File: src/verilog/cmd_queue_pkg.sv
// Command queue shared definitions

package cmd_queue_pkg;

  // Bus widths
  localparam int unsigned csr_width_p  = 32;
  localparam int unsigned desc_width_p = 64;
  localparam int unsigned thld_width_p = 3;

  // Command opcodes the decoder accepts
  typedef enum logic [3:0] {
    OP_WRITE       = 4'h0,
    OP_READ        = 4'h1,
    OP_ADDR_ASSIGN = 4'h2,
    OP_CCC         = 4'h3
  } cmd_op_e;

  // Descriptor layout with the high dword first
  // Opcode kept as raw bits so illegal codes survive the queue
  typedef struct packed {
    logic [31:0] imm_data;
    logic [15:0] data_len;
    logic        stop;
    logic [6:0]  tgt_addr;
    logic [3:0]  tid;
    logic [3:0]  opcode;
  } cmd_desc_t;

endpackage

File: src/verilog/queue_wr_if.sv
// Write queue to FIFO link

`timescale 1ns/1ps

interface queue_wr_if #(
  parameter int unsigned Depth = 16
) ();

  localparam int unsigned DepthWidth = $clog2(Depth + 1);

  logic                     wvalid;
  logic                     wready;
  cmd_queue_pkg::cmd_desc_t wdata;
  logic                     clr;
  logic [DepthWidth-1:0]    depth;

  modport producer (
    output wvalid, wdata, clr,
    input  wready, depth
  );

  modport fifo (
    input  wvalid, wdata, clr,
    output wready, depth
  );

endinterface

File: src/verilog/cmd_decoder.sv
// Command descriptor decoder

`timescale 1ns/1ps

module cmd_decoder (
  input  logic                     clk_i,
  input  logic                     rst_ni,

  // FIFO read side
  input  logic                     rvalid_i,
  output logic                     rready_o,
  input  cmd_queue_pkg::cmd_desc_t rdata_i,

  // Bus engine side
  output logic                     cmd_valid_o,
  input  logic                     cmd_ready_i,
  output cmd_queue_pkg::cmd_op_e   cmd_op_o,
  output logic [3:0]               cmd_tid_o,
  output logic [6:0]               cmd_addr_o,
  output logic [15:0]              cmd_len_o,
  output logic [31:0]              cmd_data_o,
  output logic                     cmd_stop_o,
  output logic                     cmd_err_o
);

  logic pop;
  logic op_legal;

  // Refill when empty or draining this cycle
  assign rready_o = ~cmd_valid_o | cmd_ready_i;
  assign pop      = rvalid_i & rready_o;

  always_comb begin
    op_legal = 1'b0;
    case (rdata_i.opcode)
      cmd_queue_pkg::OP_WRITE,
      cmd_queue_pkg::OP_READ,
      cmd_queue_pkg::OP_ADDR_ASSIGN,
      cmd_queue_pkg::OP_CCC: op_legal = 1'b1;
      default:               op_legal = 1'b0;
    endcase
  end

  always_ff @(posedge clk_i or negedge rst_ni) begin
    if (!rst_ni) begin
      cmd_valid_o <= 1'b0;
    end else if (pop) begin
      cmd_valid_o <= 1'b1;
    end else if (cmd_ready_i) begin
      cmd_valid_o <= 1'b0;
    end
  end

  // Held command fields
  always_ff @(posedge clk_i) begin
    if (pop) begin
      // Illegal codes go out as a flagged write
      cmd_op_o   <= op_legal ? cmd_queue_pkg::cmd_op_e'(rdata_i.opcode)
                             : cmd_queue_pkg::OP_WRITE;
      cmd_err_o  <= ~op_legal;
      cmd_tid_o  <= rdata_i.tid;
      cmd_addr_o <= rdata_i.tgt_addr;
      cmd_len_o  <= rdata_i.data_len;
      cmd_data_o <= rdata_i.imm_data;
      cmd_stop_o <= rdata_i.stop;
    end
  end

endmodule

File: src/verilog/cmd_queue_top.sv
// Command queue top level

`timescale 1ns/1ps

module cmd_queue_top #(
  parameter int unsigned Depth          = 16,
  parameter bit          ThldIsPow      = 1,
  parameter bit          LimitReadyThld = 0
) (
  input  logic                                   clk_i,
  input  logic                                   rst_ni,

  // CSR side
  input  logic                                   req_i,
  input  logic [cmd_queue_pkg::csr_width_p-1:0]  data_i,
  output logic                                   ack_o,
  input  logic [cmd_queue_pkg::thld_width_p-1:0] start_thld_i,
  input  logic [cmd_queue_pkg::thld_width_p-1:0] ready_thld_i,
  output logic [cmd_queue_pkg::thld_width_p-1:0] ready_thld_o,
  output logic                                   start_thld_trig_o,
  output logic                                   ready_thld_trig_o,
  output logic                                   empty_o,
  output logic                                   full_o,
  input  logic                                   reg_rst_i,
  output logic                                   reg_rst_we_o,

  // Command side
  output logic                                   cmd_valid_o,
  input  logic                                   cmd_ready_i,
  output cmd_queue_pkg::cmd_op_e                 cmd_op_o,
  output logic [3:0]                             cmd_tid_o,
  output logic [6:0]                             cmd_addr_o,
  output logic [15:0]                            cmd_len_o,
  output logic [31:0]                            cmd_data_o,
  output logic                                   cmd_stop_o,
  output logic                                   cmd_err_o
);

  logic                     rvalid;
  logic                     rready;
  cmd_queue_pkg::cmd_desc_t rdata;

  queue_wr_if #(.Depth(Depth)) wr_if ();

  write_queue #(
    .Depth          (Depth),
    .ThldIsPow      (ThldIsPow),
    .LimitReadyThld (LimitReadyThld)
  ) i_write_queue (
    .clk_i, .rst_ni, .req_i, .data_i, .ack_o,
    .start_thld_i, .ready_thld_i, .ready_thld_o,
    .start_thld_trig_o, .ready_thld_trig_o, .empty_o,
    .reg_rst_i, .reg_rst_we_o,
    .wr (wr_if.producer)
  );

  sync_fifo #(.Depth(Depth)) i_sync_fifo (
    .clk_i, .rst_ni,
    .wr       (wr_if.fifo),
    .rvalid_o (rvalid),
    .rready_i (rready),
    .rdata_o  (rdata),
    .full_o
  );

  cmd_decoder i_cmd_decoder (
    .clk_i, .rst_ni,
    .rvalid_i (rvalid),
    .rready_o (rready),
    .rdata_i  (rdata),
    .cmd_valid_o, .cmd_ready_i, .cmd_op_o, .cmd_tid_o, .cmd_addr_o,
    .cmd_len_o, .cmd_data_o, .cmd_stop_o, .cmd_err_o
  );

endmodule

File: src/verilog/sync_fifo.sv
// Synchronous descriptor FIFO

`timescale 1ns/1ps

module sync_fifo #(
  parameter int unsigned Depth = 16
) (
  input  logic                     clk_i,
  input  logic                     rst_ni,

  queue_wr_if.fifo                 wr,

  output logic                     rvalid_o,
  input  logic                     rready_i,
  output cmd_queue_pkg::cmd_desc_t rdata_o,

  output logic                     full_o
);

  localparam int unsigned PtrWidth   = (Depth > 1) ? $clog2(Depth) : 1;
  localparam int unsigned DepthWidth = $clog2(Depth + 1);

  cmd_queue_pkg::cmd_desc_t mem [Depth];

  logic [PtrWidth-1:0]   wptr_q;
  logic [PtrWidth-1:0]   rptr_q;
  logic [DepthWidth-1:0] count_q;
  logic                  push;
  logic                  pop;

  assign full_o    = (count_q == DepthWidth'(Depth));
  assign rvalid_o  = (count_q != '0);
  assign wr.wready = ~full_o;
  assign wr.depth  = count_q;
  assign rdata_o   = mem[rptr_q];

  // Clear wins over both sides
  assign push = wr.wvalid & wr.wready & ~wr.clr;
  assign pop  = rvalid_o & rready_i & ~wr.clr;

  // Pointer advance with wrap for any depth
  function automatic logic [PtrWidth-1:0] next_ptr(input logic [PtrWidth-1:0] ptr);
    if (ptr == PtrWidth'(Depth - 1)) begin
      return '0;
    end
    return ptr + 1'b1;
  endfunction

  always_ff @(posedge clk_i or negedge rst_ni) begin
    if (!rst_ni) begin
      wptr_q  <= '0;
      rptr_q  <= '0;
      count_q <= '0;
    end else if (wr.clr) begin
      wptr_q  <= '0;
      rptr_q  <= '0;
      count_q <= '0;
    end else begin
      if (push) begin
        wptr_q <= next_ptr(wptr_q);
      end
      if (pop) begin
        rptr_q <= next_ptr(rptr_q);
      end
      // Simultaneous push and pop keeps the count
      case ({push, pop})
        2'b10:   count_q <= count_q + 1'b1;
        2'b01:   count_q <= count_q - 1'b1;
        default: count_q <= count_q;
      endcase
    end
  end

  // Storage
  always_ff @(posedge clk_i) begin
    if (push) begin
      mem[wptr_q] <= wr.wdata;
    end
  end

endmodule

File: src/verilog/write_queue.sv
// Command write queue

`timescale 1ns/1ps

module write_queue #(
  parameter int unsigned Depth          = 16,
  parameter bit          ThldIsPow      = 1,
  parameter bit          LimitReadyThld = 0
) (
  input  logic                                  clk_i,
  input  logic                                  rst_ni,

  // CSR word access
  input  logic                                  req_i,
  input  logic [cmd_queue_pkg::csr_width_p-1:0] data_i,
  output logic                                  ack_o,

  // Thresholds
  input  logic [cmd_queue_pkg::thld_width_p-1:0] start_thld_i,
  input  logic [cmd_queue_pkg::thld_width_p-1:0] ready_thld_i,
  output logic [cmd_queue_pkg::thld_width_p-1:0] ready_thld_o,
  output logic                                   start_thld_trig_o,
  output logic                                   ready_thld_trig_o,
  output logic                                   empty_o,

  // Software queue reset
  input  logic                                  reg_rst_i,
  output logic                                  reg_rst_we_o,

  queue_wr_if.producer                          wr
);

  localparam int unsigned DepthWidth = $clog2(Depth + 1);
  localparam int unsigned ThldW      = cmd_queue_pkg::thld_width_p;
  localparam int unsigned CsrW       = cmd_queue_pkg::csr_width_p;

  // Largest code that still fits the queue
  localparam logic [ThldW-1:0] PowClampCode = ThldW'($clog2(Depth) - 1);
  localparam logic [ThldW-1:0] LinClampCode = ThldW'(Depth - 1);

  logic                  dword_idx_q;
  logic                  wvalid_q;
  logic [CsrW-1:0]       lo_dword_q;
  logic [CsrW-1:0]       hi_dword_q;
  logic [DepthWidth-1:0] empty_entries;
  logic                  write_done;

  // Entry count for a threshold code
  function automatic int unsigned thld_entries(input logic [ThldW-1:0] code);
    if (ThldIsPow) begin
      return 32'd1 << (int'(code) + 1);
    end
    return int'(code);
  endfunction

  assign wr.wvalid  = wvalid_q;
  assign wr.wdata   = cmd_queue_pkg::cmd_desc_t'({hi_dword_q, lo_dword_q});
  assign wr.clr     = reg_rst_i;
  assign write_done = wvalid_q & wr.wready;

  // A zero threshold code disables its trigger
  always_comb begin
    empty_o       = (wr.depth == '0);
    empty_entries = DepthWidth'(Depth) - wr.depth;
    start_thld_trig_o = (start_thld_i != '0) &&
                        (int'(wr.depth) >= thld_entries(start_thld_i));
    ready_thld_trig_o = (ready_thld_o != '0) &&
                        (int'(empty_entries) >= thld_entries(ready_thld_o));
  end

  // Registered ready threshold
  always_ff @(posedge clk_i or negedge rst_ni) begin
    if (!rst_ni) begin
      ready_thld_o <= '0;
    end else if (!LimitReadyThld) begin
      ready_thld_o <= ready_thld_i;
    end else if (ThldIsPow) begin
      ready_thld_o <= (thld_entries(ready_thld_i) >= Depth) ? PowClampCode : ready_thld_i;
    end else begin
      ready_thld_o <= (int'(ready_thld_i) >= Depth) ? LinClampCode : ready_thld_i;
    end
  end

  // Reset is confirmed once the queue reads empty
  always_ff @(posedge clk_i or negedge rst_ni) begin
    if (!rst_ni) begin
      reg_rst_we_o <= 1'b0;
    end else begin
      reg_rst_we_o <= reg_rst_i & empty_o;
    end
  end

  // Dword sequencing and handshake
  always_ff @(posedge clk_i or negedge rst_ni) begin
    if (!rst_ni) begin
      dword_idx_q <= 1'b0;
      wvalid_q    <= 1'b0;
      ack_o       <= 1'b0;
    end else begin
      ack_o <= 1'b0;
      if (req_i) begin
        if (!dword_idx_q) begin
          // Low half acked right away
          dword_idx_q <= 1'b1;
          ack_o       <= 1'b1;
        end else begin
          wvalid_q <= 1'b1;
        end
      end
      // High half acked once the FIFO took the entry
      if (write_done) begin
        wvalid_q    <= 1'b0;
        dword_idx_q <= 1'b0;
        ack_o       <= 1'b1;
      end
    end
  end

  // Entry halves
  always_ff @(posedge clk_i) begin
    if (req_i && !dword_idx_q) begin
      lo_dword_q <= data_i;
    end
    if (req_i && dword_idx_q) begin
      hi_dword_q <= data_i;
    end
  end

endmodule
File: config.mk
export PLATFORM = sky130hd
export DESIGN_NAME = cmd_queue_top
export DESIGN_NICKNAME = d
export VERILOG_FILES = /design/src/verilog/cmd_queue_pkg.sv /design/src/verilog/queue_wr_if.sv /design/src/verilog/cmd_decoder.sv /design/src/verilog/cmd_queue_top.sv /design/src/verilog/sync_fifo.sv /design/src/verilog/write_queue.sv
export SDC_FILE = /design/constraint.sdc
export NUM_CORES = 1
export LEC_CHECK = 0
export BUFFER_PORTS_ARGS = -buffer_cell sky130_fd_sc_hd__buf_2
export CELL_PAD_IN_SITES_DETAIL_PLACEMENT = 1
export CELL_PAD_IN_SITES_GLOBAL_PLACEMENT = 1
export CORE_ASPECT_RATIO = 1.75
export CORE_MARGIN = 5
export CORE_UTILIZATION = 59
export DETAILED_ROUTE_END_ITERATION = 12
export GPL_TIMING_DRIVEN = 1
export PLACE_DENSITY = 0.95
export SYNTH_ARGS = -nofsm -noshare
export SYNTH_HDL_FRONTEND = slang
export SYNTH_SLANG_ARGS = --single-unit
File: constraint.sdc
create_clock -name clk_i -period 12.09 [get_ports clk_i]
set_clock_uncertainty 0.1 [all_clocks]
set_input_delay 0.6045 -clock clk_i [delete_from_list [all_inputs] [get_ports clk_i]]
set_output_delay 0.6045 -clock clk_i [all_outputs]
set_load 0.03 [all_outputs]
# --- After elaboration in Yosys (flattened, before gate mapping) ---
# Memories as Yosys holds them, arrays and structs flattened.
# Cells that the tools add are included.
classes:
  addsub: 7
  order_cmp: 2
  eq_ne: 8
  n_shift: 2
  n_mux: 29
  n_bitwise: 10
  reduce_logical: 18
ops:
  columns: ["cell", "n"]
  rows:
  - ["greater-or-equal comparator 5 x 32 -> 1 bit", 2]
  - ["left shift 1 x 32 -> 32 bit (first input constant)", 2]
  - ["two-way mux 4 bit", 8]
  - ["two-way mux 1 bit", 19]
  - ["one-hot mux 5 bit (2 select lines)", 1]
  - ["nonzero test 2 bit", 5]
  - ["nonzero test 3 bit", 3]
  - ["adder 3 x 1 -> 4 bit (second input constant)", 2]
  - ["adder 4 x 1 -> 4 bit (second input constant)", 2]
  - ["== test 4 x 2 -> 1 bit (second input constant)", 2]
  - ["== test 4 bit (second input constant)", 2]
  - ["adder 5 x 1 -> 5 bit (second input constant)", 1]
  - ["bitwise AND 1 bit", 5]
  - ["== test 5 bit (second input constant)", 1]
  - ["zero test 5 bit", 1]
  - ["two-way mux 5 bit", 1]
  - ["nonzero test 5 bit", 1]
  - ["subtractor 5 x 1 -> 5 bit (second input constant)", 1]
  - ["subtractor 5 bit (first input constant)", 1]
  - ["== test 4 x 1 -> 1 bit (second input constant)", 1]
  - ["logical AND 1 bit", 4]
  - ["zero test 4 bit", 1]
  - ["NOT 1 bit", 4]
  - ["OR reduction 4 bit", 1]
  - ["other kinds (5)", 5]
totals:
  ff_bits: 150
  ram_bits: 1024
  inputBits: 43
  output_inout_bits: 75
  word_cells: 95
  n_memories: 1
memory_table:
  columns: ["memory", "words", "width", "read_ports", "rd_clocked_by_memory_dff", "write_ports", "line", "source"]
  rows:
  - ["i_sync_fifo.mem", 16, 64, 1, 0, 1, "sync_fifo.sv:23", "cmd_queue_pkg::cmd_desc_t mem [Depth];"]

# --- Longest topological paths before layout ---
# Gate-level depths: netlist (run 1).
logic_depth:
  ltp_word: 9
  mapped_depth: 14
  mapped_depth_nobuf: 14

# --- By module ---
# From an unflattened synthesis (run 1), not the netlist that was laid out.
unflattened:
  cells_unflattened: 2224
  area_unflattened_um2: 44596.5
by_module_without_submodules:
  columns: ["module", "n_inst", "cells_per_inst", "area_per_inst_um2", "seq_area_each_um2"]
  rows:
  - ["sync_fifo", 1, 2024, 40063.4, 31074.8]
  - ["write_queue", 1, 125, 2497.4, 2097.0]
  - ["cmd_decoder", 1, 75, 2035.7, 1976.9]

# --- Worst setup path after synthesis (run 1) ---
# Ideal clock, no wire load.
synth_path:
  kind: "register to register"
  startpoint: "register i_sync_fifo.count_q[0] (netlist: i_sync_fifo.wr.depth[0])"
  endpoint: "memory i_sync_fifo.mem[15][0] (netlist bit), enable pin"
  setup_time_ns: 0.487
  t_arrival_ns: 4.428
  slack_ns: 7.075
  stages_incl_launch_ff: 9
  n_path_buf: 1
  period_less_slack_ns: 5.015
  path_cell_list: "dfrtp_1 -> inv_1 -> ha_1 -> nor3b_1 -> ha_1 -> nor2b_1 -> clkbuf_1 -> nand2_1 -> nor2_1"
synth_via:
  elab_chain_len: 6
synth_rtl:
  columns: ["element", "line", "source"]
  rows:
  - ["from (decl)", "sync_fifo.sv:27", "logic [DepthWidth-1:0] count_q;"]
  - ["from (signal assigned)", "sync_fifo.sv:67", "2'b10: count_q <= count_q + 1'b1;"]
  - ["from (signal assigned)", "sync_fifo.sv:68", "2'b01: count_q <= count_q - 1'b1;"]
  - ["from (signal assigned)", "sync_fifo.sv:69", "default: count_q <= count_q;"]
  - ["== test 5 bit", "sync_fifo.sv:31", "assign full_o = (count_q == DepthWidth'(Depth));"]
  - ["named net full_o", "cmd_queue_top.sv:23", "output logic full_o,"]
  - ["NOT 1 bit", "sync_fifo.sv:33", "assign wr.wready = ~full_o;"]
  - ["bitwise AND 1 bit (2 in series)", "sync_fifo.sv:38", "assign push = wr.wvalid & wr.wready & ~wr.clr;"]
  - ["two-way mux 1 bit", "sync_fifo.sv:76", "if (push) begin"]
  - ["two-way mux 1 bit (not written as such)", "sync_fifo.sv:77", "mem[wptr_q] <= wr.wdata;"]
  - ["to (decl)", "sync_fifo.sv:23", null]
# The timed path passes the listed nets, and every way through them passes these cells.

# --- Final worst setup path (run 1) ---
layout_path:
  startpoint: "register i_sync_fifo.count_q[0] (netlist: i_sync_fifo.wr.depth[0])"
  endpoint: "memory i_sync_fifo.mem[2][10] (netlist bit), enable pin"
layout_via:
  elab_chain_len: 6
layout_rtl:
  columns: ["element", "line"]
  rows:
  - ["== test 5 bit", "sync_fifo.sv:31"]
  - ["NOT 1 bit", "sync_fifo.sv:33"]
  - ["bitwise AND 1 bit (2 in series)", "sync_fifo.sv:38"]
  - ["two-way mux 1 bit", "sync_fifo.sv:76"]
  - ["two-way mux 1 bit (not written as such)", "sync_fifo.sv:77"]
# No other way between the ends.

==> results.sh, run 1 <==
export IMPL_path_class="register to register"
export IMPL_setup_ws_ns=7.55
export IMPL_ys_flop_type="edfxtp_1"
export IMPL_grt_first_pass_wirelength_um=190000
export IMPL_status="finished, final reports clean"
export IMPL_tightest_slew_ns=1.27
export IMPL_clockRootBuffer="clkbuf_16"
export IMPL_wirelength_um=133000
export IMPL_hold_violations=0
export IMPL_synth_area_leaders="edfxtp_1, mux4_2, mux2i_1"
export IMPL_cts_tree="yes"
export IMPL_syn_area_mm2=0.0442
export IMPL_start_util_pct=59.6
export IMPL_synth_top_area_share_pct=78.3
export IMPL_die_y_um=372
export IMPL_multiInputGateArea_mm2=0.00868
export IMPL_post_dp_hpwl_um=67200
export IMPL_grt_busiest_layer="met2"
export IMPL_htree_levels=3
export IMPL_core_area_mm2=0.0742
export IMPL_power_leakage_nw=15.6
export IMPL_met3_usage_pct=7.64
export IMPL_clk_pin_slew_ns=0.08
export IMPL_port_buffers=117
export IMPL_area_delta_synth_final_pct=11.3
export IMPL_tns_ns=0
export IMPL_grt_max_degree=143
export IMPL_track_usage_pct=33.1
export IMPL_pin_count=118
export IMPL_switchingPower_mw=3.24
export IMPL_setup_viol=0
export IMPL_synth_cells=2136
export IMPL_maxCapViolations=0
export IMPL_p_per_area_mw_per_mm2=220
export IMPL_layout_nets=2359
export IMPL_irDropWorstVdd_v=0.000324
export IMPL_grt_overflow_total=0
export IMPL_cp_arrival_ns=4.74
export IMPL_yosysSeqAreaShare_pct=79.5
export IMPL_cts_made_buffers=95
export IMPL_cp_required_ns=12.29
export IMPL_antenna_found_initial=6
export IMPL_post_dp_cell_area_mm2=0.0460
export IMPL_fmax_ghz=0.220
export IMPL_antenna_left=0
export IMPL_yosysMostFrequentCell="edfxtp_1"
export IMPL_drtIter0Drc=3538
export IMPL_grt_pass1_vias=25300
export IMPL_ys_warn_count=0
export IMPL_synth_seq_cells=1174
export IMPL_power_frac_comb_pct=21.4
export IMPL_p_clk_share_pct=30.1
export IMPL_die_area_mm2=0.0807
export IMPL_pre_cts_ws_ns=7.69
export IMPL_fillerInstances=5849
export IMPL_yosysTopAreaCell="edfxtp_1"
export IMPL_sw_frac_of_total_pct=30.0
export IMPL_wl_per_cell_um=40.1
export IMPL_internal_power_mw=7.57
export IMPL_maxSlewHeadroom_pct=15.4
export IMPL_end_kind="register"
export IMPL_seq_power_share_pct=48.6
export IMPL_synthTopCellsByCount="edfxtp_1, mux2i_1, mux4_2"
export IMPL_min_period_ns=4.54
export IMPL_synth_cell_types=49
export IMPL_crit_fanout=39
export IMPL_slew_violations=0
export IMPL_power_mw=10.8
export IMPL_async_reset_ff_share_pct=1.79
export IMPL_clk_path_buf_depth=3
export IMPL_die_x_um=217
export IMPL_gp_congestion=0.810
export IMPL_layout_drive_gt1_share_pct=19.3
export IMPL_synth_edf_count=1153
export IMPL_gr_usage_met2_pct=54.2
export IMPL_seq_area_mm2=0.0352
export IMPL_rows=132
export IMPL_cts_sinks=1174
export IMPL_grt_use_met1_pct=41.6
export IMPL_clkLatencyLatePin_ns=0.69
export IMPL_drc=0
export IMPL_critPathLaunchType="register"
export IMPL_rsz0062_at_grt="no"
export IMPL_finalInstanceArea_mm2=0.0492
export IMPL_via_count=24000
export IMPL_drtPass1Iterations=6
export IMPL_via_per_inst=7.25
export IMPL_hold_path_class="input port to register"
export IMPL_avgSynthCellArea_um2=20.7
export IMPL_fin_crit_sh_pct=37.6
-- repair_timing --
item,in CTS,in global routing
resized for setup,0,0
hold buffers,5,0
setup buffers,0,0
endpoints found under the hold margin,25,0
-- critical path, cell delays in order (launching register included) --
cell and delay [ns]:
dfrtp_1 0.38, inv_1 0.14, ha_1 0.27, nor3b_1 0.18
ha_1 0.23, nor2b_1 0.54, nand2_1 0.40, nor2_4 1.05
buf_4 0.81
-- layer usage --
layer / routed length [um] / share of wire [%]
met1: 43100 / 32
met2: 65400 / 49
met3: 15600 / 12
met4: 8480 / 6.4
met5: 59 / 0.044
-- state kept, by name, indices dropped and copies added, names as in the netlist --
| name | flops |
|---|---|
| i_write_queue.wr.wvalid | 1 |
| i_sync_fifo.rptr_q | 4 |
| i_write_queue.hi_dword_q | 32 |
| i_sync_fifo.mem | 1024 |
| i_cmd_decoder.cmd_addr_o | 7 |
| i_write_queue.dword_idx_q | 1 |
| i_sync_fifo.wr.depth | 5 |
| i_cmd_decoder.cmd_tid_o | 4 |
| i_sync_fifo.wptr_q | 4 |
| i_write_queue.ready_thld_o | 3 |
| i_write_queue.lo_dword_q | 32 |
| i_cmd_decoder.cmd_valid_o | 1 |
| i_cmd_decoder.cmd_stop_o | 1 |
| i_cmd_decoder.cmd_op_o | 4 |
| i_write_queue.ack_o | 1 |
| i_cmd_decoder.cmd_len_o | 16 |
| i_write_queue.reg_rst_we_o | 1 |
| i_cmd_decoder.cmd_data_o | 32 |
| i_cmd_decoder.cmd_err_o | 1 |
-- cell usage in the layout, fill, tap and decap left out, types with 15 or more instances in the layout --
cell type	count
a22oi_1	60
o21ai_0	65
buf_2	117
mux2i_1	244
dfrtp_1	17
nor2_4	16
buf_4	43
nand2_1	75
mux4_2	123
clkbuf_1	18
ha_1	21
a221oi_1	120
edfxtp_1	1153
nor2_1	24
clkinv_1	15
clkbuf_16	95
-- kinds of logic (layout without fill, tap and decap cells) --
logic type | after synthesis | after routing | synth area share (%)
flops | 1174 | 1174 | 79.5
mux | 374 | 374 | 12.2
compound gates | 274 | 274 | 4.58
simple gates | 162 | 162 | 1.68
buf+inv | 121 | 353 | 1.23
fa+ha+maj | 22 | 22 | 0.640
xor+xnor | 8 | 8 | 0.158
other cells | 1 | 5 | 0.00848
-- metrics by stage --
stage / utilization [%] / instances / hold WS, ns
final: 66.3 / 3310 / 0.0882
after global routing: 66.3 / 3309 / 0.0606
after CTS: 66.3 / 3309 / 0.0426
after detailed placement: 62.0 / 3130 / 0.440
after global placement: 62.0 / 3130 / 0.395
after floorplan: - / 2139 / 0.209
-- path summary, 6_finish.rpt --
check                                        startpoint                            to  slack, ns  depth (start not counted)
min in group asynchronous                        rst_ni         i_sync_fifo.rptr_q[1]       0.35                          2
worst max register to register  i_sync_fifo.wr.depth[0]        i_sync_fifo.mem[2][10]       7.55                          8
worst min register to register  i_write_queue.wr.wvalid       i_write_queue.wr.wvalid       0.47                          1
worst max-delay path            i_sync_fifo.wr.depth[0]        i_sync_fifo.mem[2][10]       7.55                          8
max in group asynchronous                        rst_ni         i_sync_fifo.rptr_q[0]      11.12                          2
worst min-delay path                         data_i[30]  i_write_queue.lo_dword_q[30]       0.09                          1
-- power groups by stage --
stage          combinational, mW  sequential, mW  clock, mW
2_1_floorplan               1.38            5.42          0
3_3_place_gp                2.08            5.28          0
3_5_place_dp                2.21            5.32          0
4_1_cts                     2.30            5.25       3.26
5_1_grt                     2.40            5.27       3.49
6_report                    2.31            5.25       3.25
-- area by class of cell --
cell class,instances,area share [%]
flip-flops and latches,1174,71.5
multi-input cells,844,17.6
clock buffers,114,5.00
well taps,938,2.39
repair buffers,167,2.03
clock inverters,60,1.38
inverters,12,0.0916
diodes,1,0.00509
Note: power is estimated with default switching activity, not from simulation.
==> run 2: changes to the inputs <==
--- a/config.mk
+++ b/config.mk
@@ -10,10 +10,10 @@
 export CELL_PAD_IN_SITES_GLOBAL_PLACEMENT = 1
 export CORE_ASPECT_RATIO = 1.75
 export CORE_MARGIN = 5
-export CORE_UTILIZATION = 59
+export CORE_UTILIZATION = 49
 export DETAILED_ROUTE_END_ITERATION = 12
 export GPL_TIMING_DRIVEN = 1
-export PLACE_DENSITY = 0.95
+export PLACE_DENSITY = 0.86
 export SYNTH_ARGS = -nofsm -noshare
 export SYNTH_HDL_FRONTEND = slang
 export SYNTH_SLANG_ARGS = --single-unit
==> constraint.sdc (replaced) <==
create_clock -name clk_i -period 3.7 [get_ports clk_i]
set_clock_uncertainty 0.1 [all_clocks]
set_input_delay 0.185 -clock clk_i [delete_from_list [all_inputs] [get_ports clk_i]]
set_output_delay 0.185 -clock clk_i [all_outputs]
set_load 0.03 [all_outputs]
==> results.sh, run 2 (synthesized netlist as in run 1, its figures left out) <==
export IMPL_drtPass1Iterations=5
export IMPL_cts_tree="yes"
export IMPL_crit_path_start="i_sync_fifo.wr.depth[1]"
export IMPL_die_x_um=237
export IMPL_layout_commonest_cell="edfxtp_1"
export IMPL_hold_path_class="input port to register"
export IMPL_setup_viol=0
export IMPL_htree_levels=3
export IMPL_path_class="register to register"
export IMPL_p_clk_share_pct=31.1
export IMPL_seq_power_share_pct=48.0
export IMPL_largest_reg_flops=1024
export IMPL_p_per_area_mw_per_mm2=707
export IMPL_tightest_slew_ns=1.18
export IMPL_setup_ws_ns=0.145
export IMPL_start_util_pct=49.4
export IMPL_cts_made_buffers=97
export IMPL_crit_fanout=64
export IMPL_power_mw=35.8
export IMPL_r2r_slack_ns=0.15
export IMPL_area_delta_synth_final_pct=14.5
export IMPL_port_buffers=117
export IMPL_via_per_inst=6.49
export IMPL_regMostFlops="i_sync_fifo.mem"
export IMPL_via_count=23400
export IMPL_min_period_ns=3.55
export IMPL_irDropWorstVdd_v=0.000541
export IMPL_drc=0
export IMPL_grt_first_pass_wirelength_um=181000
export IMPL_sw_frac_of_total_pct=29.4
export IMPL_pre_cts_ws_ns=0.147
export IMPL_slew_violations=0
export IMPL_clkLatencyLatePin_ns=0.69
export IMPL_seq_area_mm2=0.0352
export IMPL_rows=145
export IMPL_grt_overflow_total=0
export IMPL_die_y_um=407
export IMPL_clk_path_buf_depth=3
export IMPL_maxSlewHeadroom_pct=21.3
export IMPL_grt_use_met1_pct=31.9
export IMPL_power_leakage_nw=16.1
export IMPL_met3_usage_pct=5.05
export IMPL_post_dp_hpwl_um=64800
export IMPL_hold_violations=0
export IMPL_grt_pass1_vias=25100
export IMPL_wirelength_um=125000
export IMPL_rsz0062_at_grt="no"
export IMPL_power_frac_comb_pct=20.9
export IMPL_layout_nets=2410
export IMPL_cp_arrival_ns=3.75
export IMPL_gr_usage_met2_pct=43.9
export IMPL_status="finished, final reports clean"
export IMPL_mostFrequentLayoutCells="edfxtp_1, mux2i_1, mux4_2"
export IMPL_internal_power_mw=25.3
export IMPL_postCtsSetupBuffers=0
export IMPL_fmax_ghz=0.281
export IMPL_grt_max_degree=67
export IMPL_layout_drive_gt1_share_pct=20.0
export IMPL_fillerInstances=7630
export IMPL_end_kind="register"
export IMPL_clockRootBuffer="clkbuf_16"
export IMPL_pin_count=118
export IMPL_min_from="ready_thld_i[0]"
export IMPL_die_area_mm2=0.0966
export IMPL_multiInputGateArea_mm2=0.00869
export IMPL_clk_pin_slew_ns=0.07
export IMPL_antenna_left=0
export IMPL_core_area_mm2=0.0894
export IMPL_maxCapViolations=0
export IMPL_critPathLaunchType="register"
export IMPL_gp_congestion=0.783
export IMPL_fin_crit_sh_pct=96.1
export IMPL_timing_rr_start="i_sync_fifo.wr.depth[1]"
export IMPL_switchingPower_mw=10.5
export IMPL_antenna_found_initial=6
export IMPL_grt_busiest_layer="met2"
export IMPL_wl_per_cell_um=34.7
export IMPL_drtIter0Drc=3064
export IMPL_cp_required_ns=3.89
export IMPL_track_usage_pct=25.6
export IMPL_cts_sinks=1174
[run 2: final cells by class]
| class | count | share of cell area, % |
|---|---|---|
| sequential | 1174 | 69.5 |
| multi-input combinational | 844 | 17.2 |
| clock buffer | 113 | 5.08 |
| timing repair buffer | 216 | 3.70 |
| tap | 1176 | 2.91 |
| clock inverter | 64 | 1.56 |
| inverter | 12 | 0.0890 |
| antenna | 4 | 0.0198 |
[run 2: power by group through the flow]
stage | logic, mW | clock network (mW) | registers (mW)
6_report | 7.49 | 11.1 | 17.2
5_1_grt | 7.85 | 11.9 | 17.3
4_1_cts | 7.53 | 11.2 | 17.2
3_5_place_dp | 7.29 | 0 | 17.4
3_3_place_gp | 6.94 | 0 | 17.3
2_1_floorplan | 4.52 | 0 | 17.7
[run 2: timing repair]
action,4_1_cts,5_1_grt
hold endpoints to repair,122,0
endpoints found under the setup margin,0,1
hold buffers,42,0
gates resized for setup,0,1
[run 2: path summary, 6_finish.rpt]
check,cells past startpoint,to
min,2,i_write_queue.ready_thld_o[0]
max reg2reg,8,i_sync_fifo.mem[11][19]
min reg2reg,1,i_write_queue.wr.wvalid
max,8,i_sync_fifo.mem[11][19]
max in group asynchronous,3,i_sync_fifo.rptr_q[0]
min in group asynchronous,3,i_write_queue.ack_o
[run 2: per-stage QoR]
stage	hold WS, ns	util (%)	cells	setup TNS, ns	area [um2]
after floorplan	-0.211	-	2139	-216.38	44300
after global placement	0.0749	52.3	3380	0	46800
after detailed placement	0.0846	52.3	3380	0	46800
after CTS	0.00422	56.6	3599	0	50600
after global routing	0.0512	56.6	3599	0	50600
final	0.0491	56.6	3603	0	50600
[run 2: routing by layer]
layer,vias to the layer above,routed length [um]
li1,9283,-
met1,12100,42400
met2,1734,64600
met3,307,12400
met4,2,5740
met5,-,13
[run 2: worst max-delay path, stage by stage (launching register included)]
cell and delay, ns:
dfrtp_1 0.41, inv_1 0.11, ha_1 0.22, nor3b_2 0.19, ha_1 0.23, nor2b_1 0.61
nand2_1 0.50, nor2_4 0.24, buf_12 0.51
